**src/hdl/saturn_dec_cfg.svh**
```systemverilog
// width macros for nibbles, program addresses and register ids
`ifndef SATURN_DEC_CFG_SVH
`define SATURN_DEC_CFG_SVH

// one instruction nibble, also the width of a digit index and of P
`define SATURN_NIBBLE_W 4

// program counter and instruction address
`define SATURN_ADDR_W 20

// ALU register id
`define SATURN_REG_ID_W 5

`endif

```
**src/hdl/saturn_alu_pkg.sv**
```systemverilog
// ALU operation and register id enums for the decoder outputs
`default_nettype none

`include "saturn_dec_cfg.svh"

package saturn_alu_pkg;

  // operations the decoder can request from the ALU
  typedef enum logic [4:0] {
    ALU_OP_ZERO = 5'd0,
    ALU_OP_COPY = 5'd1,
    ALU_OP_EXCH = 5'd2,
    ALU_OP_INC  = 5'd3,
    ALU_OP_DEC  = 5'd4,
    ALU_OP_AND  = 5'd5,
    ALU_OP_OR   = 5'd6
  } alu_op_e;

  // registers addressed by the group 0 instructions
  // A doubles as the cleared value
  typedef enum logic [`SATURN_REG_ID_W-1:0] {
    ALU_REG_A    = 5'd0,
    ALU_REG_C    = 5'd1,
    ALU_REG_RSTK = 5'd2,
    ALU_REG_ST   = 5'd3
  } alu_reg_e;

endpackage

`default_nettype wire

```
**src/hdl/saturn_field_pkg.sv**
```systemverilog
// field codes, field bounds struct and decode step enum
`default_nettype none

`include "saturn_dec_cfg.svh"

package saturn_field_pkg;

  // field selected by the instruction, NONE for fixed bounds
  typedef enum logic [3:0] {
    FIELD_NONE = 4'd0,
    FIELD_P    = 4'd1,
    FIELD_WP   = 4'd2,
    FIELD_XS   = 4'd3,
    FIELD_X    = 4'd4,
    FIELD_S    = 4'd5,
    FIELD_M    = 4'd6,
    FIELD_B    = 4'd7,
    FIELD_W    = 4'd8,
    FIELD_A    = 4'd9
  } field_e;

  // digit range of a 16 digit register
  typedef struct packed {
    field_e                      code;
    logic [`SATURN_NIBBLE_W-1:0] start_digit;
    logic [`SATURN_NIBBLE_W-1:0] last_digit;
  } field_bounds_t;

  // which nibble of the instruction is expected next
  typedef enum logic [1:0] {
    STEP_FIRST  = 2'd0,
    STEP_GROUP0 = 2'd1,
    STEP_FIELD  = 2'd2,
    STEP_OP     = 2'd3
  } dec_step_e;

endpackage

`default_nettype wire

```
**src/hdl/saturn_dec_step_if.sv**
```systemverilog
// per-nibble step bundle between the sequencer and the two decoders
`default_nettype none
`timescale 1ns/10ps

`include "saturn_dec_cfg.svh"

interface saturn_dec_step_if;

  // strobes from the sequencer
  logic                        valid;
  logic                        start;
  saturn_field_pkg::dec_step_e step;
  logic [`SATURN_NIBBLE_W-1:0] nibble;

  // verdicts on the current nibble, combinational
  logic                        extend;
  logic                        bad_group0;
  logic                        bad_field;

  modport seq (
    output valid, start, step, nibble,
    input  extend, bad_group0, bad_field
  );

  modport group0 (
    input  valid, start, step, nibble,
    output extend, bad_group0
  );

  modport field (
    input  valid, start, step, nibble,
    output bad_field
  );

endinterface

`default_nettype wire

```
**src/hdl/saturn_nibble_sequencer.sv**
```systemverilog
// instruction step FSM, start address latch, decoded and error pulses
`default_nettype none
`timescale 1ns/10ps

`include "saturn_dec_cfg.svh"

module saturn_nibble_sequencer (
  input  wire                         i_clk,
  input  wire                         i_reset,
  input  wire                         i_en_dec,
  input  wire                         i_stalled,
  input  wire  [`SATURN_ADDR_W-1:0]   i_pc,
  input  wire  [`SATURN_NIBBLE_W-1:0] i_nibble,
  saturn_dec_step_if.seq              step,
  output logic [`SATURN_ADDR_W-1:0]   o_ins_addr,
  output logic                        o_ins_decoded,
  output logic                        o_dec_error
);

  saturn_field_pkg::dec_step_e step_q;
  saturn_field_pkg::dec_step_e step_d;
  logic                        accept;
  logic                        finish;
  logic                        fail;

  // a stalled cycle accepts nothing
  assign accept = i_en_dec && !i_stalled;

  assign step.valid  = accept;
  assign step.step   = step_q;
  assign step.nibble = i_nibble;
  assign step.start  = accept && (step_q == saturn_field_pkg::STEP_FIRST);

  // next step and end of instruction, from the decoders' verdicts
  always_comb begin
    step_d = step_q;
    finish = 1'b0;
    fail   = 1'b0;
    case (step_q)
      saturn_field_pkg::STEP_FIRST: begin
        // only group 0 exists
        if (i_nibble == '0) begin
          step_d = saturn_field_pkg::STEP_GROUP0;
        end else begin
          fail = 1'b1;
        end
      end
      saturn_field_pkg::STEP_GROUP0: begin
        if (step.bad_group0) begin
          fail = 1'b1;
        end else if (step.extend) begin
          step_d = saturn_field_pkg::STEP_FIELD;
        end else begin
          finish = 1'b1;
        end
      end
      saturn_field_pkg::STEP_FIELD: begin
        if (step.bad_field) begin
          fail = 1'b1;
        end else begin
          step_d = saturn_field_pkg::STEP_OP;
        end
      end
      saturn_field_pkg::STEP_OP: begin
        if (step.bad_group0) begin
          fail = 1'b1;
        end else begin
          finish = 1'b1;
        end
      end
    endcase
    // errors restart at the next nibble
    if (finish || fail) begin
      step_d = saturn_field_pkg::STEP_FIRST;
    end
  end

  always_ff @(posedge i_clk) begin
    if (i_reset) begin
      step_q        <= saturn_field_pkg::STEP_FIRST;
      o_ins_decoded <= 1'b0;
      o_dec_error   <= 1'b0;
    end else begin
      // pulses last one cycle, stalled or not
      o_ins_decoded <= accept && finish;
      o_dec_error   <= accept && fail;
      if (accept) begin
        step_q <= step_d;
      end
    end
  end

  // address of the first nibble
  always_ff @(posedge i_clk) begin
    if (step.start) begin
      o_ins_addr <= i_pc;
    end
  end

endmodule

`default_nettype wire

```
**src/hdl/saturn_group0_decoder.sv**
```systemverilog
// group 0 second nibble and 0Efx op nibble decode into flags, ALU op and registers
`default_nettype none
`timescale 1ns/10ps

module saturn_group0_decoder (
  input  wire                      i_clk,
  input  wire                      i_reset,
  saturn_dec_step_if.group0        step,
  output logic                     o_push,
  output logic                     o_pop,
  output logic                     o_ins_alu_op,
  output saturn_alu_pkg::alu_op_e  o_alu_op,
  output saturn_alu_pkg::alu_reg_e o_reg_dest,
  output saturn_alu_pkg::alu_reg_e o_reg_src1,
  output saturn_alu_pkg::alu_reg_e o_reg_src2,
  output logic                     o_ins_rtn,
  output logic                     o_set_xm,
  output logic                     o_set_carry,
  output logic                     o_carry_val,
  output logic                     o_ins_set_mode,
  output logic                     o_mode_dec
);

  logic in_group0;
  logic in_op;

  assign in_group0 = (step.step == saturn_field_pkg::STEP_GROUP0);
  assign in_op     = (step.step == saturn_field_pkg::STEP_OP);

  // 0E opens the logical group, 0F is not supported
  assign step.extend     = in_group0 && (step.nibble == 4'hE);
  // op nibble x only uses bit 3 (AND/OR) and bit 0 (register pair)
  assign step.bad_group0 = (in_group0 && (step.nibble == 4'hF)) ||
                           (in_op && (step.nibble[2:1] != 2'b00));

  always_ff @(posedge i_clk) begin
    if (i_reset || (step.valid && step.start)) begin
      o_push         <= 1'b0;
      o_pop          <= 1'b0;
      o_ins_alu_op   <= 1'b0;
      o_alu_op       <= saturn_alu_pkg::ALU_OP_ZERO;
      o_reg_dest     <= saturn_alu_pkg::ALU_REG_A;
      o_reg_src1     <= saturn_alu_pkg::ALU_REG_A;
      o_reg_src2     <= saturn_alu_pkg::ALU_REG_A;
      o_ins_rtn      <= 1'b0;
      o_set_xm       <= 1'b0;
      o_set_carry    <= 1'b0;
      o_carry_val    <= 1'b0;
      o_ins_set_mode <= 1'b0;
      o_mode_dec     <= 1'b0;
    end else if (step.valid && in_group0) begin
      case (step.nibble)
        4'h0, 4'h1, 4'h2, 4'h3: begin
          o_ins_rtn   <= 1'b1;
          o_set_xm    <= (step.nibble == 4'h0);
          o_set_carry <= (step.nibble[3:1] == 3'b001);
          // RTNSC sets carry, RTNCC clears it
          o_carry_val <= (step.nibble == 4'h2);
        end
        4'h4, 4'h5: begin
          o_ins_set_mode <= 1'b1;
          o_mode_dec     <= step.nibble[0];
        end
        4'h6: begin
          // RSTK=C pushes onto the return stack
          o_ins_alu_op <= 1'b1;
          o_alu_op     <= saturn_alu_pkg::ALU_OP_COPY;
          o_push       <= 1'b1;
          o_reg_dest   <= saturn_alu_pkg::ALU_REG_RSTK;
          o_reg_src1   <= saturn_alu_pkg::ALU_REG_C;
        end
        4'h7: begin
          o_ins_alu_op <= 1'b1;
          o_alu_op     <= saturn_alu_pkg::ALU_OP_COPY;
          o_pop        <= 1'b1;
          o_reg_dest   <= saturn_alu_pkg::ALU_REG_C;
          o_reg_src1   <= saturn_alu_pkg::ALU_REG_RSTK;
        end
        4'h8: begin
          o_ins_alu_op <= 1'b1;
          o_alu_op     <= saturn_alu_pkg::ALU_OP_ZERO;
          o_reg_dest   <= saturn_alu_pkg::ALU_REG_ST;
        end
        4'h9: begin
          o_ins_alu_op <= 1'b1;
          o_alu_op     <= saturn_alu_pkg::ALU_OP_COPY;
          o_reg_dest   <= saturn_alu_pkg::ALU_REG_C;
          o_reg_src1   <= saturn_alu_pkg::ALU_REG_ST;
        end
        4'hA: begin
          o_ins_alu_op <= 1'b1;
          o_alu_op     <= saturn_alu_pkg::ALU_OP_COPY;
          o_reg_dest   <= saturn_alu_pkg::ALU_REG_ST;
          o_reg_src1   <= saturn_alu_pkg::ALU_REG_C;
        end
        4'hB: begin
          o_ins_alu_op <= 1'b1;
          o_alu_op     <= saturn_alu_pkg::ALU_OP_EXCH;
          o_reg_dest   <= saturn_alu_pkg::ALU_REG_C;
          o_reg_src1   <= saturn_alu_pkg::ALU_REG_ST;
        end
        4'hC, 4'hD: begin
          // P=P+1 and P=P-1, register ids stay cleared
          o_ins_alu_op <= 1'b1;
          o_alu_op     <= step.nibble[0] ? saturn_alu_pkg::ALU_OP_DEC
                                         : saturn_alu_pkg::ALU_OP_INC;
        end
        default: begin
        end
      endcase
    end else if (step.valid && in_op && !step.bad_group0) begin
      o_ins_alu_op <= 1'b1;
      o_alu_op     <= step.nibble[3] ? saturn_alu_pkg::ALU_OP_OR
                                     : saturn_alu_pkg::ALU_OP_AND;
      // bit 0 picks A=A op C or C=C op A
      if (step.nibble[0]) begin
        o_reg_dest <= saturn_alu_pkg::ALU_REG_C;
        o_reg_src1 <= saturn_alu_pkg::ALU_REG_C;
        o_reg_src2 <= saturn_alu_pkg::ALU_REG_A;
      end else begin
        o_reg_dest <= saturn_alu_pkg::ALU_REG_A;
        o_reg_src1 <= saturn_alu_pkg::ALU_REG_A;
        o_reg_src2 <= saturn_alu_pkg::ALU_REG_C;
      end
    end
  end

endmodule

`default_nettype wire

```
**src/hdl/saturn_field_decoder.sv**
```systemverilog
// field code and digit bounds from fixed group 0 ranges and field table f
`default_nettype none
`timescale 1ns/10ps

`include "saturn_dec_cfg.svh"

module saturn_field_decoder (
  input  wire                         i_clk,
  input  wire                         i_reset,
  input  wire  [`SATURN_NIBBLE_W-1:0] i_reg_p,
  saturn_dec_step_if.field            step,
  output saturn_field_pkg::field_e    o_field,
  output logic [`SATURN_NIBBLE_W-1:0] o_field_start,
  output logic [`SATURN_NIBBLE_W-1:0] o_field_last
);

  saturn_field_pkg::field_bounds_t bounds_q;
  saturn_field_pkg::field_bounds_t table_f;
  logic                            in_group0;
  logic                            in_field;

  assign in_group0 = (step.step == saturn_field_pkg::STEP_GROUP0);
  assign in_field  = (step.step == saturn_field_pkg::STEP_FIELD);

  // table f has no entries for 8 to E
  assign step.bad_field = in_field && step.nibble[3] && (step.nibble != 4'hF);

  // table f lookup
  always_comb begin
    case (step.nibble)
      4'h0: table_f = '{saturn_field_pkg::FIELD_P, i_reg_p, i_reg_p};
      4'h1: table_f = '{saturn_field_pkg::FIELD_WP, 4'd0, i_reg_p};
      4'h2: table_f = '{saturn_field_pkg::FIELD_XS, 4'd2, 4'd2};
      4'h3: table_f = '{saturn_field_pkg::FIELD_X, 4'd0, 4'd2};
      4'h4: table_f = '{saturn_field_pkg::FIELD_S, 4'd15, 4'd15};
      4'h5: table_f = '{saturn_field_pkg::FIELD_M, 4'd3, 4'd14};
      4'h6: table_f = '{saturn_field_pkg::FIELD_B, 4'd0, 4'd1};
      4'h7: table_f = '{saturn_field_pkg::FIELD_W, 4'd0, 4'd15};
      4'hF: table_f = '{saturn_field_pkg::FIELD_A, 4'd0, 4'd4};
      default: table_f = '{saturn_field_pkg::FIELD_NONE, 4'd0, 4'd0};
    endcase
  end

  always_ff @(posedge i_clk) begin
    if (i_reset || (step.valid && step.start)) begin
      bounds_q <= '{saturn_field_pkg::FIELD_NONE, 4'd0, 4'd0};
    end else if (step.valid && in_group0) begin
      case (step.nibble)
        // return stack moves use the 5 digit address part
        4'h6, 4'h7: bounds_q <= '{saturn_field_pkg::FIELD_NONE, 4'd0, 4'd4};
        // ST is 4 digits wide
        4'h8, 4'h9, 4'hA, 4'hB: begin
          bounds_q <= '{saturn_field_pkg::FIELD_NONE, 4'd0, 4'd3};
        end
        default: begin
        end
      endcase
    end else if (step.valid && in_field && !step.bad_field) begin
      bounds_q <= table_f;
    end
  end

  assign o_field       = bounds_q.code;
  assign o_field_start = bounds_q.start_digit;
  assign o_field_last  = bounds_q.last_digit;

endmodule

`default_nettype wire

```
**src/hdl/saturn_decoder.sv**
```systemverilog
// nibble-serial instruction decoder top with sequencer, group 0 and field decoders
`default_nettype none
`timescale 1ns/10ps

`include "saturn_dec_cfg.svh"

module saturn_decoder (
  input  wire                         i_clk,
  input  wire                         i_reset,
  input  wire                         i_en_dec,
  input  wire                         i_stalled,
  input  wire  [`SATURN_ADDR_W-1:0]   i_pc,
  input  wire  [`SATURN_NIBBLE_W-1:0] i_nibble,
  input  wire  [`SATURN_NIBBLE_W-1:0] i_reg_p,
  output logic [`SATURN_ADDR_W-1:0]   o_ins_addr,
  output logic                        o_ins_decoded,
  output logic                        o_dec_error,
  output logic                        o_push,
  output logic                        o_pop,
  output logic                        o_ins_alu_op,
  output saturn_alu_pkg::alu_op_e     o_alu_op,
  output saturn_alu_pkg::alu_reg_e    o_reg_dest,
  output saturn_alu_pkg::alu_reg_e    o_reg_src1,
  output saturn_alu_pkg::alu_reg_e    o_reg_src2,
  output logic                        o_ins_rtn,
  output logic                        o_set_xm,
  output logic                        o_set_carry,
  output logic                        o_carry_val,
  output logic                        o_ins_set_mode,
  output logic                        o_mode_dec,
  output saturn_field_pkg::field_e    o_field,
  output logic [`SATURN_NIBBLE_W-1:0] o_field_start,
  output logic [`SATURN_NIBBLE_W-1:0] o_field_last
);

  // accepted nibble and verdicts shared by all three blocks
  saturn_dec_step_if step_if ();

  saturn_nibble_sequencer seq_i (
    .i_clk         (i_clk),
    .i_reset       (i_reset),
    .i_en_dec      (i_en_dec),
    .i_stalled     (i_stalled),
    .i_pc          (i_pc),
    .i_nibble      (i_nibble),
    .step          (step_if.seq),
    .o_ins_addr    (o_ins_addr),
    .o_ins_decoded (o_ins_decoded),
    .o_dec_error   (o_dec_error)
  );

  saturn_group0_decoder group0_i (
    .i_clk          (i_clk),
    .i_reset        (i_reset),
    .step           (step_if.group0),
    .o_push         (o_push),
    .o_pop          (o_pop),
    .o_ins_alu_op   (o_ins_alu_op),
    .o_alu_op       (o_alu_op),
    .o_reg_dest     (o_reg_dest),
    .o_reg_src1     (o_reg_src1),
    .o_reg_src2     (o_reg_src2),
    .o_ins_rtn      (o_ins_rtn),
    .o_set_xm       (o_set_xm),
    .o_set_carry    (o_set_carry),
    .o_carry_val    (o_carry_val),
    .o_ins_set_mode (o_ins_set_mode),
    .o_mode_dec     (o_mode_dec)
  );

  saturn_field_decoder field_i (
    .i_clk         (i_clk),
    .i_reset       (i_reset),
    .i_reg_p       (i_reg_p),
    .step          (step_if.field),
    .o_field       (o_field),
    .o_field_start (o_field_start),
    .o_field_last  (o_field_last)
  );

endmodule

`default_nettype wire

```
**config.mk**
```make
export PLATFORM = sky130hd
export DESIGN_NAME = saturn_decoder
export DESIGN_NICKNAME = d
export VERILOG_FILES = /design/src/hdl/saturn_alu_pkg.sv /design/src/hdl/saturn_field_pkg.sv /design/src/hdl/saturn_dec_step_if.sv /design/src/hdl/saturn_nibble_sequencer.sv /design/src/hdl/saturn_group0_decoder.sv /design/src/hdl/saturn_field_decoder.sv /design/src/hdl/saturn_decoder.sv
export VERILOG_INCLUDE_DIRS = /design/src /design/src/hdl
export SDC_FILE = /design/constraint.sdc
export NUM_CORES = 1
export LEC_CHECK = 0
export BUFFER_PORTS_ARGS = -buffer_cell sky130_fd_sc_hd__buf_2
export CORE_MARGIN = 3
export CORE_UTILIZATION = 46
export DETAILED_ROUTE_END_ITERATION = 8
export PLACE_DENSITY = 0.75
export SETUP_SLACK_MARGIN = 0.02
export SLEW_MARGIN = 10
export SYNTH_ARGS = -nofsm -noshare
export SYNTH_HDL_FRONTEND = slang
export SYNTH_SLANG_ARGS = --single-unit
```
**constraint.sdc**
```tcl
create_clock -name i_clk -period 2.4 [get_ports i_clk]
set_input_delay 0.12 -clock i_clk [delete_from_list [all_inputs] [get_ports i_clk]]
set_output_delay 0.12 -clock i_clk [all_outputs]
set_load 0.03 [all_outputs]
```
==> metrics <==
EDFF count, synth=20; Main synth FF type=dfxtp_1; Int Power=about 1.2 mW; Syn Std Cell Area=2590 um^2; Pwr Total=1.68 mW; register share of total power=0.567; Seq/Total Area, Yosys=0.486; Synth warnings=0; Placed Cells incl. Taps=406; CP max stage delay=0.37 ns; hold endpoint=seq_i.step.step[1]; Final nets=about 400; R2R depth=8; largest net degree at the start of global routing=33; GRT Total Usage=0.197; TNS Setup=0 ns; Crit. path cell count=8; number of core rows=26; Bufs and invs on worst path=2; H-tree levels=2; R2R setup slack=0.32 ns; total grt overflow=0; Setup CP Type=reg -> reg; Core Box Area=approximately 5300 um^2; Die H=around 80 um; fillcell total=449; Worst R2R Start=seq_i.step.step[1]; Fin Clk Skew=~0.0077 ns; Comb pwr share=0.143; IR drop worst, VDD=0.000345 V; area growth from synthesis to layout=27.3%; CTS tree=yes; global-route wire length before repair=10100 um; Post-Route WL=between 6000 and 7000 um; Mean Syn Cell Area=9.72 um^2; RSZ-0062 raised after global routing=false; Yosys top cell by area=dfxtp_1; CP Cell Sequence=inv_1 -> ha_2 -> nand4bb_1 -> o22ai_1 -> a221oi_2 -> buf_12 -> a211oi_1 -> a31o_1; drt first pass iters=4; Critical Path Fanout Max=20; synth unique cells=63; final core occ=0.627; Residual DRC=0; PortBufs=82; kind of path behind the tightest hold check=in -> reg; Critical Path AT=2.28 ns; antenna cells=0; #FFs+latches synth=53; Synth top cells by count=dfxtp_1 (33), nor2_1 (33), a21oi_1 (22), edfxtp_1 (20); Highest Clock Rate=482 MHz; slew margin rel.=0.621; Leak=1.38 nW; Starting Density=0.492; Final ANT Viol Nets=0; switching share of power=0.264; Iter 0 DRT Violations=just over 100; Worst Setup End Kind=register; Syn Inst Count=267; layout cell share with drive strength beyond 1=0.294; WP data required=2.61 ns; Max Cap Viol=0; worst slew pin tran=0.569 ns; crit path launch type=register; maximum clock path buffer count=2; Hold Vio Cnt, Final=0; Die X=81.1 um; fin crit share=0.865; crit path time final=2.08 ns; Worst path top cell family by delay=compound AO/OA/AOI/OAI gates; clock transition at the registers of the reported paths=0.09 ns; Die ar.=6580 um^2; Post-CTS Setup Inserts=0; Clk Latency, worst-skew pair=0.31 ns; share of the synthesized area in the top cell type=0.255; via count=roughly 2300; initial antenna violation count=0; Clk pwr share=0.290; final number of setup-violating endpoints=0; hold depth=2; TritonCTS Buffers=5; Min-Delay Startpoint=i_reset; final hold slack=0.0492 ns; count of final max-slew check failures=0; Async SR Flop Fraction=0; Sink Count=53; via/cell ratio=5.28; clock root buffer=clkbuf_8; Pwr per Cell Area=510 nW/um^2; HPWL Detailed=4460 um; I/O pin total=95; post-route insts no fill=434; outcome=complete, no violations; reg2reg end=field_i.o_field_last[3]; ranking of synthesized cells by area=dfxtp_1 (25%), edfxtp_1 (23%), nor2_1 (4.8%); vias in the first global route=approximately 2200; Crit-path slowest cell=a221oi_2; P_sw=445 uW; wire length per cell=between 10 and 15 um; global placer's final weighted congestion=0.889
[cells in the final DEF (no fill, tap or decap), types with 2 or more instances in the layout]
cell,netlist,layout
dfxtp_1,33,33
inv_1,5,5
nand2b_1,4,4
nor2_1,33,33
and3b_1,2,2
mux2i_1,5,5
dlygate4sd3_1,0,20
ha_1,4,3
a31oi_1,3,3
nand2_1,14,14
o21ai_0,11,11
o21ai_1,6,6
a21oi_1,22,22
buf_2,10,82
xnor2_1,2,2
or3b_1,2,2
a32o_1,2,2
a221oi_2,2,2
and3_1,3,3
a21o_1,4,4
nand3_1,9,9
xor2_1,3,3
buf_4,14,7
conb_1,1,12
edfxtp_1,20,20
and2_1,2,2
nor3_1,2,2
o41ai_1,3,3
clkbuf_8,0,5
o31ai_1,5,5
[worst register-to-register path: cells and delay by family, from the launching register on]
kind	cells	cell delay (ns)
fa+ha+maj	1	0.35
flops	1	0.35
buf+inv	2	0.30
compound gates	4	0.74
simple gates	1	0.25
[logic make-up (layout without fill, tap and decap cells)]
family / after synthesis / after routing / synth area share
muxes: 6 / 6 / 0.0236
adders and majority gates: 4 / 4 / 0.0193
AOI/OAI and AO/OA: 77 / 77 / 0.205
and+or+nand+nor: 83 / 83 / 0.164
DFF: 53 / 53 / 0.486
buffers and inverters: 38 / 124 / 0.0829
xor gates and xnor gates: 5 / 5 / 0.0169
other: 1 / 12 / 0.00145
[registers in the layout, indices dropped and copies added (netlist names)]
register / flops
seq_i.o_ins_decoded: 1
group0_i.o_reg_src2: 1
group0_i.o_reg_src1: 2
group0_i.o_pop: 1
group0_i.o_set_carry: 1
group0_i.o_carry_val: 1
group0_i.o_reg_dest: 2
group0_i.o_push: 1
seq_i.step.step: 2
field_i.o_field_last: 4
field_i.o_field: 4
group0_i.o_ins_alu_op: 1
seq_i.o_ins_addr: 20
field_i.o_field_start: 4
group0_i.o_alu_op: 3
group0_i.o_mode_dec: 1
seq_i.o_dec_error: 1
group0_i.o_ins_rtn: 1
group0_i.o_set_xm: 1
group0_i.o_ins_set_mode: 1
[power by group through the flow]
stage          clock network, mW  registers (mW)  logic [mW]
2_1_floorplan                  0            1.01       0.129
3_3_place_gp                   0           0.975       0.212
3_5_place_dp                   0           0.975       0.212
4_1_cts                    0.507           0.954       0.237
5_1_grt                    0.549           0.956       0.262
6_report                   0.489           0.954       0.241
[layer usage]
metal	wire (um)	part of all wire	global-route usage	up-vias
met2	3050	0.48	0.330	98
met4	66	0.010	0.0811	0
met1	2740	0.43	0.247	1050
met3	545	0.085	0.0432	7
li1	-	-	-	1135
met5	0	0	0	-
[area by class of cell]
cell class	count	area, um^2	share of cell area
clock buffer	6	72.6	0.0220
timing repair buffer	110	683	0.207
tap	70	87.6	0.0265
clock inverter	2	13.8	0.00417
sequential	53	1260	0.382
inverter	6	22.5	0.00682
multi-input combinational	187	1160	0.352
[stage by stage]
| step | setup WS (ns) | area, um^2 |
|---|---|---|
| floorplan | 0.647 | 2640 |
| global placement | 0.301 | 3010 |
| detailed placement | 0.223 | 3010 |
| CTS | 0.204 | 3290 |
| global route | 0.171 | 3300 |
| finish | 0.324 | 3300 |
[worst max-delay path by stage]
stage | end | from | slack, ns
finish | field_i.o_field_last[3] | seq_i.step.step[1] | 0.32
global route | field_i.o_field_last[3] | seq_i.step.step[1] | 0.17
CTS | field_i.o_field_last[3] | seq_i.step.step[1] | 0.20
detailed placement | field_i.o_field_last[3] | seq_i.step.step[1] | 0.22
global placement | field_i.o_field_last[3] | seq_i.step.step[1] | 0.30
floorplan | field_i.o_field_last[3] | seq_i.step.step[1] | 0.65
[timing repair]
item	CTS	global route
gates resized for setup	0	1
hold endpoints to repair	19	1
hold buffers	19	1
endpoints found under the setup margin	0	1
(Power assumes the default switching activity.)
